<file path="config.mk">
export PLATFORM = sky130hd
export DESIGN_NAME = uart_core
export DESIGN_NICKNAME = d
export VERILOG_FILES = /design/src/uart_pkg.sv /design/src/baud_tick_gen.sv /design/src/uart_tx.sv /design/src/uart_rx.sv /design/src/rx_queue.sv /design/src/uart_core.sv
export SDC_FILE = /design/constraint.sdc
export NUM_CORES = 1
export LEC_CHECK = 0
export BUFFER_PORTS_ARGS = -buffer_cell sky130_fd_sc_hd__buf_2
export CORE_ASPECT_RATIO = 1.25
export CORE_MARGIN = 3
export CORE_UTILIZATION = 35
export DETAILED_ROUTE_END_ITERATION = 10
export GPL_ROUTABILITY_DRIVEN = 1
export HOLD_SLACK_MARGIN = 0.06
export PLACE_DENSITY_LB_ADDON = 0.12
export SYNTH_ARGS = -nofsm -noshare
export SYNTH_HDL_FRONTEND = slang
export SYNTH_SLANG_ARGS = --single-unit
export TNS_END_PERCENT = 50
</file>
<file path="constraint.sdc">
create_clock -name clock -period 3 [get_ports clock]
set_input_delay 0.3 -clock clock [delete_from_list [all_inputs] [get_ports clock]]
set_output_delay 0.3 -clock clock [all_outputs]
set_load 0.02 [all_outputs]
</file>
<file path="src/uart_pkg.sv">
//############################
// Shared types and constants for the UART core
// Imported by the RTL modules and the testbench
//############################

package uart_pkg;

  // One data character
  typedef logic [7:0] byte_t;

  // Bit 1 means parity present, bit 0 means odd, value 1 is also none
  typedef enum logic [1:0] {
    PARITY_NONE = 2'd0,
    PARITY_EVEN = 2'd2,
    PARITY_ODD  = 2'd3
  } parity_t;

  typedef logic [3:0] sample_cnt_t;  // Tick within a bit period
  typedef logic [2:0] bit_cnt_t;     // Data bit index

  typedef enum logic [2:0] {
    RX_IDLE,
    RX_START,
    RX_DATA,
    RX_PARITY,
    RX_STOP1,
    RX_STOP2
  } rx_state_t;

  typedef enum logic [2:0] {
    TX_IDLE,
    TX_START,
    TX_DATA,
    TX_PARITY,
    TX_STOP1,
    TX_STOP2
  } tx_state_t;

  // Ticks per bit, both engines
  localparam logic [15:0] OVERSAMPLE = 16'd16;

endpackage

</file>
<file path="src/baud_tick_gen.sv">
//############################
// Baud tick source, one clock wide pulse
// at 16 times the bit rate for TX and RX
//############################

module baud_tick_gen #(
  parameter int CLKS_PER_TICK = 4  // Clock divisor, at least 1
) (
  input  logic clock,
  input  logic reset,
  output logic tick
);

  // Counter wide enough for the reload value
  localparam int CW = (CLKS_PER_TICK > 1) ? $clog2(CLKS_PER_TICK) : 1;
  localparam logic [CW-1:0] RELOAD = CW'(CLKS_PER_TICK - 1);

  logic [CW-1:0] div_cnt;

  // Down-counter, reloads after reaching zero
  always_ff @(posedge clock or posedge reset) begin
    if (reset) begin
      div_cnt <= RELOAD;
    end else if (div_cnt == '0) begin
      div_cnt <= RELOAD;
    end else begin
      div_cnt <= div_cnt - 1'b1;
    end
  end

  // Divisor of 1 keeps the counter at zero, tick always high
  assign tick = (div_cnt == '0);

endmodule

</file>
<file path="src/uart_tx.sv">
//############################
// UART transmitter, valid/ready byte input
// Sends start, 8 data LSB first, parity, stop bits
//############################

module uart_tx import uart_pkg::*; (
  input  logic    clock,
  input  logic    reset,
  input  logic    tick,         // 16x bit rate
  // Frame format
  input  parity_t parity_type,
  input  logic    nstop,        // 0: one stop bit, 1: two
  // Byte input
  input  byte_t   tx_data,
  input  logic    tx_valid,
  output logic    tx_ready,
  // Serial line
  output logic    txd
);

  localparam sample_cnt_t LAST_CNT = sample_cnt_t'(OVERSAMPLE - 1);

  tx_state_t   state;
  sample_cnt_t sample_cnt;
  bit_cnt_t    bit_cnt;
  byte_t       shift_reg;
  logic        parity_bit;
  logic        bit_end;  // Last tick of the current bit
  logic        load;

  assign tx_ready = (state == TX_IDLE);
  assign load     = tx_valid & tx_ready;
  assign bit_end  = tick & (sample_cnt == LAST_CNT);

  // Payload, loaded at the handshake
  always_ff @(posedge clock) begin
    if (load) begin
      shift_reg  <= tx_data;
      parity_bit <= (^tx_data) ^ parity_type[0];  // Odd mode inverts
    end else if (state == TX_DATA && bit_end) begin
      shift_reg <= {1'b0, shift_reg[7:1]};
    end
  end

  // Bit period counter, held at zero while idle
  always_ff @(posedge clock or posedge reset) begin
    if (reset) begin
      sample_cnt <= '0;
    end else if (state == TX_IDLE) begin
      sample_cnt <= '0;
    end else if (tick) begin
      sample_cnt <= sample_cnt + 1'b1;  // Wraps after 15
    end
  end

  // Frame FSM, txd registered
  always_ff @(posedge clock or posedge reset) begin
    if (reset) begin
      state   <= TX_IDLE;
      txd     <= 1'b1;  // Line idles high
      bit_cnt <= '0;
    end else begin
      case (state)
        TX_IDLE: begin
          if (load) begin
            state   <= TX_START;
            txd     <= 1'b0;  // Start bit
            bit_cnt <= '0;
          end
        end
        TX_START: begin
          if (bit_end) begin
            state <= TX_DATA;
            txd   <= shift_reg[0];  // LSB first
          end
        end
        TX_DATA: begin
          if (bit_end) begin
            bit_cnt <= bit_cnt + 1'b1;
            if (&bit_cnt) begin
              if (parity_type[1]) begin
                state <= TX_PARITY;
                txd   <= parity_bit;
              end else begin
                state <= TX_STOP1;
                txd   <= 1'b1;
              end
            end else begin
              txd <= shift_reg[1];  // Next bit before the shift lands
            end
          end
        end
        TX_PARITY: begin
          if (bit_end) begin
            state <= TX_STOP1;
            txd   <= 1'b1;
          end
        end
        TX_STOP1: begin
          if (bit_end) begin
            state <= nstop ? TX_STOP2 : TX_IDLE;
          end
        end
        TX_STOP2: begin
          if (bit_end) begin
            state <= TX_IDLE;
          end
        end
        default: begin
          state <= TX_IDLE;
          txd   <= 1'b1;
        end
      endcase
    end
  end

endmodule

</file>
<file path="src/uart_rx.sv">
//############################
// UART receiver, 16x oversampling with 2 of 3 vote
// Reports each frame with parity and framing flags
//############################

module uart_rx import uart_pkg::*; (
  input  logic    clock,
  input  logic    reset,
  input  logic    tick,               // 16x bit rate
  // Frame format
  input  logic    rx_en,
  input  parity_t parity_type,
  input  logic    nstop,              // 0: one stop bit, 1: two
  // Serial line
  input  logic    rxd,
  // Finished frame
  output byte_t   frame_data,
  output logic    frame_parity_error,
  output logic    frame_frame_error,
  output logic    frame_done          // One cycle per frame
);

  localparam sample_cnt_t LAST_CNT  = sample_cnt_t'(OVERSAMPLE - 1);
  localparam sample_cnt_t SAMPLE_LO = sample_cnt_t'(OVERSAMPLE / 2 - 1);  // 7
  localparam sample_cnt_t SAMPLE_HI = sample_cnt_t'(OVERSAMPLE / 2 + 1);  // 9

  rx_state_t   state, next_state;
  logic        rxd_meta, rxd_sync;
  sample_cnt_t sample_cnt;
  bit_cnt_t    bit_cnt;
  logic [2:0]  samples;       // Three samples around the centre
  logic        sampled_bit;
  logic        sample_end;    // Bit decision point
  logic        frame_start;   // Start bit confirmed
  logic        frame_end;
  byte_t       data_reg;
  logic        parity_er;
  logic        framing_er;

  // Two flop synchroniser
  always_ff @(posedge clock or posedge reset) begin
    if (reset) begin
      rxd_meta <= 1'b1;
      rxd_sync <= 1'b1;
    end else begin
      rxd_meta <= rxd;
      rxd_sync <= rxd_meta;
    end
  end

  // Majority vote, 2 of 3
  assign sampled_bit = (samples[0] & samples[1]) |
                       (samples[0] & samples[2]) |
                       (samples[1] & samples[2]);

  assign sample_end  = tick & (sample_cnt == LAST_CNT);
  assign frame_start = (state == RX_START) & sample_end & ~sampled_bit;

  // Tick counter, restarts on the start edge
  always_ff @(posedge clock or posedge reset) begin
    if (reset) begin
      sample_cnt <= '0;
    end else if (state == RX_IDLE) begin
      sample_cnt <= '0;
    end else if (tick) begin
      sample_cnt <= sample_cnt + 1'b1;
    end
  end

  // Sample shifter and data shift register
  always_ff @(posedge clock) begin
    if (tick && sample_cnt >= SAMPLE_LO && sample_cnt <= SAMPLE_HI) begin
      samples <= {rxd_sync, samples[2:1]};  // Vote is order free
    end
    if (state == RX_DATA && sample_end) begin
      data_reg <= {sampled_bit, data_reg[7:1]};  // LSB arrives first
    end
  end

  // Data bit index
  always_ff @(posedge clock or posedge reset) begin
    if (reset) begin
      bit_cnt <= '0;
    end else if (frame_start) begin
      bit_cnt <= '0;
    end else if (state == RX_DATA && sample_end) begin
      bit_cnt <= bit_cnt + 1'b1;
    end
  end

  // Error flags, cleared when a new frame starts
  always_ff @(posedge clock or posedge reset) begin
    if (reset) begin
      parity_er  <= 1'b0;
      framing_er <= 1'b0;
    end else if (frame_start) begin
      parity_er  <= 1'b0;
      framing_er <= 1'b0;
    end else if (sample_end) begin
      if (state == RX_PARITY) begin
        parity_er <= (^data_reg) ^ parity_type[0] ^ sampled_bit;
      end
      if (state == RX_STOP1) begin
        framing_er <= ~sampled_bit;
      end
      // Stop2 only checked after a good stop1
      if (state == RX_STOP2 && !framing_er) begin
        framing_er <= ~sampled_bit;
      end
    end
  end

  // State register and done pulse
  always_ff @(posedge clock or posedge reset) begin
    if (reset) begin
      state      <= RX_IDLE;
      frame_done <= 1'b0;
    end else begin
      state      <= next_state;
      frame_done <= frame_end;
    end
  end

  // Next state
  always_comb begin
    next_state = state;
    frame_end  = 1'b0;
    case (state)
      RX_IDLE: begin
        if (!rxd_sync && rx_en) begin
          next_state = RX_START;
        end
      end
      RX_START: begin
        if (sample_end) begin
          next_state = sampled_bit ? RX_IDLE : RX_DATA;  // High means false start
        end
      end
      RX_DATA: begin
        if (sample_end && (&bit_cnt)) begin
          next_state = parity_type[1] ? RX_PARITY : RX_STOP1;
        end
      end
      RX_PARITY: begin
        if (sample_end) begin
          next_state = RX_STOP1;
        end
      end
      RX_STOP1: begin
        if (sample_end) begin
          if (nstop) begin
            next_state = RX_STOP2;
          end else begin
            next_state = RX_IDLE;
            frame_end  = 1'b1;
          end
        end
      end
      RX_STOP2: begin
        if (sample_end) begin
          next_state = RX_IDLE;
          frame_end  = 1'b1;
        end
      end
      default: next_state = RX_IDLE;
    endcase
  end

  assign frame_data         = data_reg;
  assign frame_parity_error = parity_er;
  assign frame_frame_error  = framing_er;

endmodule

</file>
<file path="src/rx_queue.sv">
//############################
// Receive FIFO of frames and their error flags
// Drained through a valid/ready port, sticky overrun
//############################

module rx_queue import uart_pkg::*; #(
  parameter int QUEUE_DEPTH = 4  // Power of two, at least 2
) (
  input  logic  clock,
  input  logic  reset,
  // From the receiver, no back-pressure
  input  logic  push,
  input  byte_t push_data,
  input  logic  push_parity_error,
  input  logic  push_frame_error,
  // Consumer side
  output byte_t rx_data,
  output logic  rx_parity_error,
  output logic  rx_frame_error,
  output logic  rx_valid,
  input  logic  rx_ready,
  output logic  rx_overrun
);

  localparam int AW = $clog2(QUEUE_DEPTH);
  localparam int EW = $bits(byte_t) + 2;  // Data plus two flags

  logic [EW-1:0] mem [QUEUE_DEPTH];
  logic [AW:0]   wr_ptr, rd_ptr;  // Extra bit tells full from empty
  logic          full, empty;
  logic          wr_en, rd_en;

  assign empty = (wr_ptr == rd_ptr);
  assign full  = (wr_ptr[AW] != rd_ptr[AW]) && (wr_ptr[AW-1:0] == rd_ptr[AW-1:0]);
  assign wr_en = push & ~full;
  assign rd_en = rx_valid & rx_ready;

  // Storage
  always_ff @(posedge clock) begin
    if (wr_en) begin
      mem[wr_ptr[AW-1:0]] <= {push_parity_error, push_frame_error, push_data};
    end
  end

  // Pointers and overrun
  always_ff @(posedge clock or posedge reset) begin
    if (reset) begin
      wr_ptr     <= '0;
      rd_ptr     <= '0;
      rx_overrun <= 1'b0;
    end else begin
      if (wr_en) begin
        wr_ptr <= wr_ptr + 1'b1;
      end
      if (rd_en) begin
        rd_ptr <= rd_ptr + 1'b1;
      end
      if (push && full) begin
        rx_overrun <= 1'b1;  // Frame dropped, held until reset
      end
    end
  end

  // Head entry drives the outputs
  assign {rx_parity_error, rx_frame_error, rx_data} = mem[rd_ptr[AW-1:0]];
  assign rx_valid = ~empty;

endmodule

</file>
<file path="src/uart_core.sv">
//############################
// UART core top level, tick source, TX, RX
// and receive FIFO wired together
//############################

module uart_core import uart_pkg::*; #(
  parameter int CLKS_PER_TICK = 4,  // Clocks per 16x tick
  parameter int QUEUE_DEPTH   = 4   // Receive FIFO entries
) (
  input  logic    clock,
  input  logic    reset,
  // Static configuration
  input  logic    rx_en,
  input  parity_t parity_type,
  input  logic    nstop,
  // Serial
  input  logic    rxd,
  output logic    txd,
  // Transmit byte port
  input  byte_t   tx_data,
  input  logic    tx_valid,
  output logic    tx_ready,
  // Receive entry port
  output byte_t   rx_data,
  output logic    rx_parity_error,
  output logic    rx_frame_error,
  output logic    rx_valid,
  input  logic    rx_ready,
  output logic    rx_overrun
);

  logic  tick;
  logic  frame_done;
  byte_t frame_data;
  logic  frame_parity_error;
  logic  frame_frame_error;

  baud_tick_gen #(
    .CLKS_PER_TICK(CLKS_PER_TICK)
  ) u_baud_tick_gen (
    .clock (clock),
    .reset (reset),
    .tick  (tick)
  );

  uart_tx u_uart_tx (
    .clock       (clock),
    .reset       (reset),
    .tick        (tick),
    .parity_type (parity_type),
    .nstop       (nstop),
    .tx_data     (tx_data),
    .tx_valid    (tx_valid),
    .tx_ready    (tx_ready),
    .txd         (txd)
  );

  uart_rx u_uart_rx (
    .clock              (clock),
    .reset              (reset),
    .tick               (tick),
    .rx_en              (rx_en),
    .parity_type        (parity_type),
    .nstop              (nstop),
    .rxd                (rxd),
    .frame_data         (frame_data),
    .frame_parity_error (frame_parity_error),
    .frame_frame_error  (frame_frame_error),
    .frame_done         (frame_done)
  );

  // Frames drop here when the FIFO is full
  rx_queue #(
    .QUEUE_DEPTH(QUEUE_DEPTH)
  ) u_rx_queue (
    .clock             (clock),
    .reset             (reset),
    .push              (frame_done),
    .push_data         (frame_data),
    .push_parity_error (frame_parity_error),
    .push_frame_error  (frame_frame_error),
    .rx_data           (rx_data),
    .rx_parity_error   (rx_parity_error),
    .rx_frame_error    (rx_frame_error),
    .rx_valid          (rx_valid),
    .rx_ready          (rx_ready),
    .rx_overrun        (rx_overrun)
  );

endmodule

</file>
* Word level (Yosys, flattened, before mapping)
Memories as Yosys holds them, arrays and structs flattened.
Index checks and enable logic that the tools add are counted.
** Word-level totals
- Output and inout bits :: 14
- RAM bits :: 40
- Input bits :: 17
- Memories :: 1
- Logic and storage cells :: 160
- Flip-flop bits (word level) :: 55
** Operators by class
- Add/subtract/negate cells :: 7
- Bitwise logic cells :: 19
- Mux-type cells :: 50
- Reduce and logical (&&, ||, !) cells :: 33
- Magnitude comparators :: 2
- Eq/ne operators :: 28
** Memory list
- u_rx_queue.mem :: depth 4, bits a word 10, rd ports 1, clocked after Yosys merged registers in 0, wr ports 1, RTL line rx_queue.sv:28 : logic [EW-1:0] mem [QUEUE_DEPTH];
** Operators with widths (number)
- 2-to-1 mux 3 bit :: 19
- one-hot mux 3 bit (6 select lines) :: 2
- 2-to-1 mux 1 bit :: 18
- inequality test 2 x 1 -> 1 bit, second input constant :: 9
- 2-to-1 mux 4 bit :: 4
- 2-to-1 mux 8 bit :: 2
- XOR reduction 8 bit :: 2
- nonzero test 2 bit :: 7
- adder 3 x 1 -> 3 bit, second input constant :: 4
- equality test 3 x 2 -> 1 bit, second input constant :: 4
- equality test 3 bit, second input constant :: 4
- bitwise AND 1 bit :: 10
- logical AND 1 bit :: 9
- AND reduction 3 bit :: 3
- adder 4 x 1 -> 4 bit, second input constant :: 2
- equality test 4 bit, second input constant :: 2
- inequality test 2 bit, second input constant :: 4
- AND reduction 7 bit :: 1
- equality test 3 x 1 -> 1 bit, second input constant :: 2
- zero test 3 bit :: 2
- one-hot mux 3 bit (2 select lines) :: 1
- AND reduction 6 bit :: 1
- one-hot mux 1 bit (5 select lines) :: 1
- AND reduction 5 bit :: 1
- 16 further kinds :: 25

* Logic depth before layout (Yosys ltp)
- Depth after elaboration :: 8
- Depth in mapped cells :: 7
- Gate-level depth less buffers :: 7

* Hierarchy
A second synthesis with hierarchy kept.
** Second synthesis, totals
- Cells, all modules :: 317
- Area total of the unflattened synthesis :: 4470.5 um^2
** By module, submodules not included
- rx_queue :: cells an instance 104, times used 1, area an instance 1971.9 um^2
- uart_rx :: cells an instance 106, times used 1, area an instance 1290.0 um^2
- uart_tx :: cells an instance 99, times used 1, area an instance 1122.3 um^2
- baud_tick_gen :: cells an instance 8, times used 1, area an instance 86.3 um^2

* Worst setup path after synthesis
OpenSTA, ideal clock, no wires.
- Kind :: reg2reg
- Start :: reg u_uart_rx.sample_cnt[0]
- End :: reg u_uart_rx.data_reg[0] (netlist: u_uart_rx.frame_data[0]) (enable)
- Cell stages (with the launch flop) :: 6
- Arrival time :: 1.438 ns
- Data required time :: 2.672 ns
- Library setup time :: 0.328 ns
- Setup slack :: 1.234 ns
- Cell sequence :: dfrtp_1 -> ha_1 -> nand4_2 -> nor2_1 -> nand3_1 -> inv_1
** On the way
- Cells in the longest elaborated chain, start to end :: 3
** Ends and longest elaborated chain
- start: declaration :: RTL line uart_rx.sv:29 : sample_cnt_t sample_cnt;
- start signal: assignment :: RTL line uart_rx.sv:66 : sample_cnt <= sample_cnt + 1'b1;
- equality test 4 bit :: RTL line uart_rx.sv:56 : assign sample_end = tick & (sample_cnt == LAST_CNT);
- bitwise AND 1 bit :: RTL line uart_rx.sv:56
- logical AND 1 bit :: RTL line uart_rx.sv:75 : if (state == RX_DATA && sample_end) begin
- end signal: assignment :: RTL line uart_rx.sv:76 : data_reg <= {sampled_bit, data_reg[7:1]};
- end: declaration :: RTL line uart_rx.sv:36 : byte_t data_reg;
Every way passes these cells.
A chain may end at the register's enable or synchronous reset.

* Worst setup path after layout
- Start :: reg u_baud_tick_gen.div_cnt[0]
- End :: reg u_uart_rx.data_reg[1] (netlist: u_uart_rx.frame_data[1]) (enable)
** On the way
- Cells in the longest elaborated chain, start to end :: 3
** Ends and longest elaborated chain
- start: declaration :: RTL line baud_tick_gen.sv:18 : logic [CW-1:0] div_cnt;
- start signal: assignment :: RTL line baud_tick_gen.sv:27 : div_cnt <= div_cnt - 1'b1;
- zero test 2 bit :: RTL line baud_tick_gen.sv:32 : assign tick = (div_cnt == '0);
- bitwise AND 1 bit :: RTL line uart_rx.sv:56
- logical AND 1 bit :: RTL line uart_rx.sv:75
Every way passes these cells.

==> qor.yml <==
outcome: "complete, no violations"
synth_ff_type: "edfxtp_1"
clk_latency_ps: 330
finalWirelength_mm: 7.58
finalWorstSetupSlack_ps: 717
cp.arrival_ps: 2280
crit_path_end_kind: "flop"
postCtsHoldBufs: 1
grt_pass1_wl_mm: 12.5
hold_viol_final: 0
skew_ps: 5.70
fin_crit_ps: 2280
clk_path_buf_depth: 2
synthCells: 297
die_w_um: 105
cts_tree: "done"
fmax_ghz: 0.438
min_path_type: "input pin to asynchronous set/reset pin"
cts_max_level: 3
crit_family: "simple AND/OR/NAND/NOR gates"
crit_required_ps: 3000
post_cts_buffers: 0
slowest_stage: "ha_1"
gp_congestion: 0.776
clock_sink_count: 95
setup_viol: 0
fillers: 1133
drtAntennaViolNets: 0
crit_fanout: 13
dr.first_iter.drc_count: 64
root_buffer: "clkbuf_16"
start_util_pct: 36.2
pre_cts_slack_ps: 716
syn_nets: 328
diodes: 0
grt_max_degree: 20
crit_type: "flop to flop"
startpoint_type: "flop"
dieArea_mm2: 0.0135
cts_resized: 0
synth_top_area_share_pct: 42.3
syn2layout_area_growth_pct: 14.8
fin_crit_sh_pct: 76.1
die_height_um: 129
synth_edf_count: 60
ys_seq_area_share_pct: 63.0
rows: 44
synth_cell_type_count: 51
maxCapViolations: 0
cts.clk_slew.worst_paths_ps: 70
syn_area_per_cell_um2: 14.3
dr.pass1.iters: 4
io_pins: 31
fin_nets: 362
grt_pass1_vias: 2377
portBuffers: 30
utilization_pct: 41.5
rsz0062_at_grt: "no"
synth.ff_latch_count: 95
yosys.area.top_type: "edfxtp_1"
antenna_found_initial: 0
largest_register_ffs: 40
path_common_cell: "inv_1"
overflow: 0
drive_above_1_share_pct: 23.8
place_hpwl_mm: 5.29
synthTopCellsByArea: "edfxtp_1 (42%), dfrtp_1 (18%), mux4_2 (5.3%)"
async_flop_share_pct: 36.8
vias_per_cell: 4.81
timing.slew.headroom_pct: 52.1
ys_warn_count: 0
via_count: 2391
setup_tns_ps: 0
syn-cell-area_mm2: 0.00426
path_buf_inv: 3
p_leak_nw: 1.84
regArea_mm2: 0.00268
powerDensity_mw_per_mm2: 625
drc: 0
multi_input_area_mm2: 0.00145
core_mm2: 0.0118
ir_drop_uv: 327
slew_viol_final: 0
critPathMaxStageDelay_ps: 470
numCtsBuffers: 9
crit_path_cell_trace: "inv_1 -> ha_1 -> nand4_2 -> nor2_1 -> buf_4 -> nand3_1 -> inv_1"
grt_usage_pct: 11.9
wl_per_cell_um: 15.3
worst_slew_pin_slew_ps: 714
[cells by family after synthesis]
family                     Yosys count  synth area share [%]
adders and majority gates           15                  4.37
buffers and inverters               31                  2.94
and+or+nand+nor                     61                  7.87
DFF                                 95                  63.0
xor gates and xnor gates            29                  6.28
AOI/OAI and AO/OA                   44                  7.11
muxes                               22                  8.46
[per-layer routing]
metal  global-route usage (%)  up-vias  part of all wire, %
met4                     4.79        0                  1.6
met2                     19.9       46                   51
li1                         -     1157                    -
met3                     2.44       10                  3.1
met5                        0        -                    0
met1                     15.2     1178                   44
[Yosys cell counts (3+ instances only)]
cell type  count
a21oi_1       10
and2_1         6
clkbuf_1       8
dfrtp_1       30
dfstp_2        5
edfxtp_1      60
ha_1          14
inv_1         20
mux2_2         8
mux2i_1        3
mux4_2        10
nand2_1        8
nand2b_1       4
nand3_1        5
nand4_1        3
nor2_1        17
nor3b_1        3
o211ai_1       5
o21ai_0       14
xnor2_1       21
xor2_1         7
[cells in the final DEF, fill, tap and decap left out, types with 2 or more instances in the layout]
master	instances
edfxtp_1	60
buf_2	30
dfrtp_1	30
xnor2_1	21
inv_1	20
nor2_1	17
o21ai_0	14
ha_1	14
a21oi_1	10
mux4_2	10
clkbuf_16	9
nand2_1	8
mux2_2	8
xor2_1	7
and2_1	6
nand3_1	5
o211ai_1	5
dfstp_2	5
nand2b_1	4
nand4_1	3
nor3b_1	3
mux2i_1	3
buf_4	3
nand3b_1	2
nor3_1	2
a211oi_1	2
a41o_1	2
nor2b_1	2
o221a_2	2
inv_6	2
[report_power, final]
group | internal (mW) | switching (mW)
sequential | 1.41 | 0.0486
clock | 0.652 | 0.481
combinational | 0.229 | 0.240
[through the flow]
stage | hold slack (ps) | cell area (µm²) | total power, mW | std cells
floorplan | 304 | 4260 | 1.83 | 297
global placement | 347 | 4590 | 1.97 | 480
detailed placement | 347 | 4590 | 1.97 | 480
CTS | 106 | 4890 | 3.12 | 497
global route | 149 | 4890 | 3.20 | 497
finish | 72.1 | 4890 | 3.06 | 497
[worst register-to-register path, delay by kind of cell (launching register included)]
| family | cells | cell delay, ps |
|---|---|---|
| simple gates | 3 | 590 |
| fa+ha+maj | 1 | 470 |
| flops | 1 | 370 |
| buf+inv | 3 | 540 |
[worst paths after layout]
kind                                                 start                    endpoint  slack [ps]  cells after the start
worst max-delay path            u_baud_tick_gen.div_cnt[0]     u_uart_rx.frame_data[1]         720                      7
worst min-delay path                                 reset        u_rx_queue.wr_ptr[0]          70                      2
worst max register to register  u_baud_tick_gen.div_cnt[0]     u_uart_rx.frame_data[1]         720                      7
worst min register to register          u_uart_rx.rxd_meta          u_uart_rx.rxd_sync         360                      0
max in group asynchronous                            reset  u_baud_tick_gen.div_cnt[1]        2140                      3
min in group clock                                rx_ready        u_rx_queue.rd_ptr[2]         260                      3
[final cells by class]
class | instances | area share [%]
Sequential cell | 95 | 54.8
Multi-Input combinational cell | 171 | 29.7
Clock buffer | 10 | 4.68
Tap cell | 161 | 4.12
Timing Repair Buffer | 34 | 3.73
Inverter | 20 | 1.53
Clock inverter | 6 | 1.41
(Power assumes the default switching activity.)
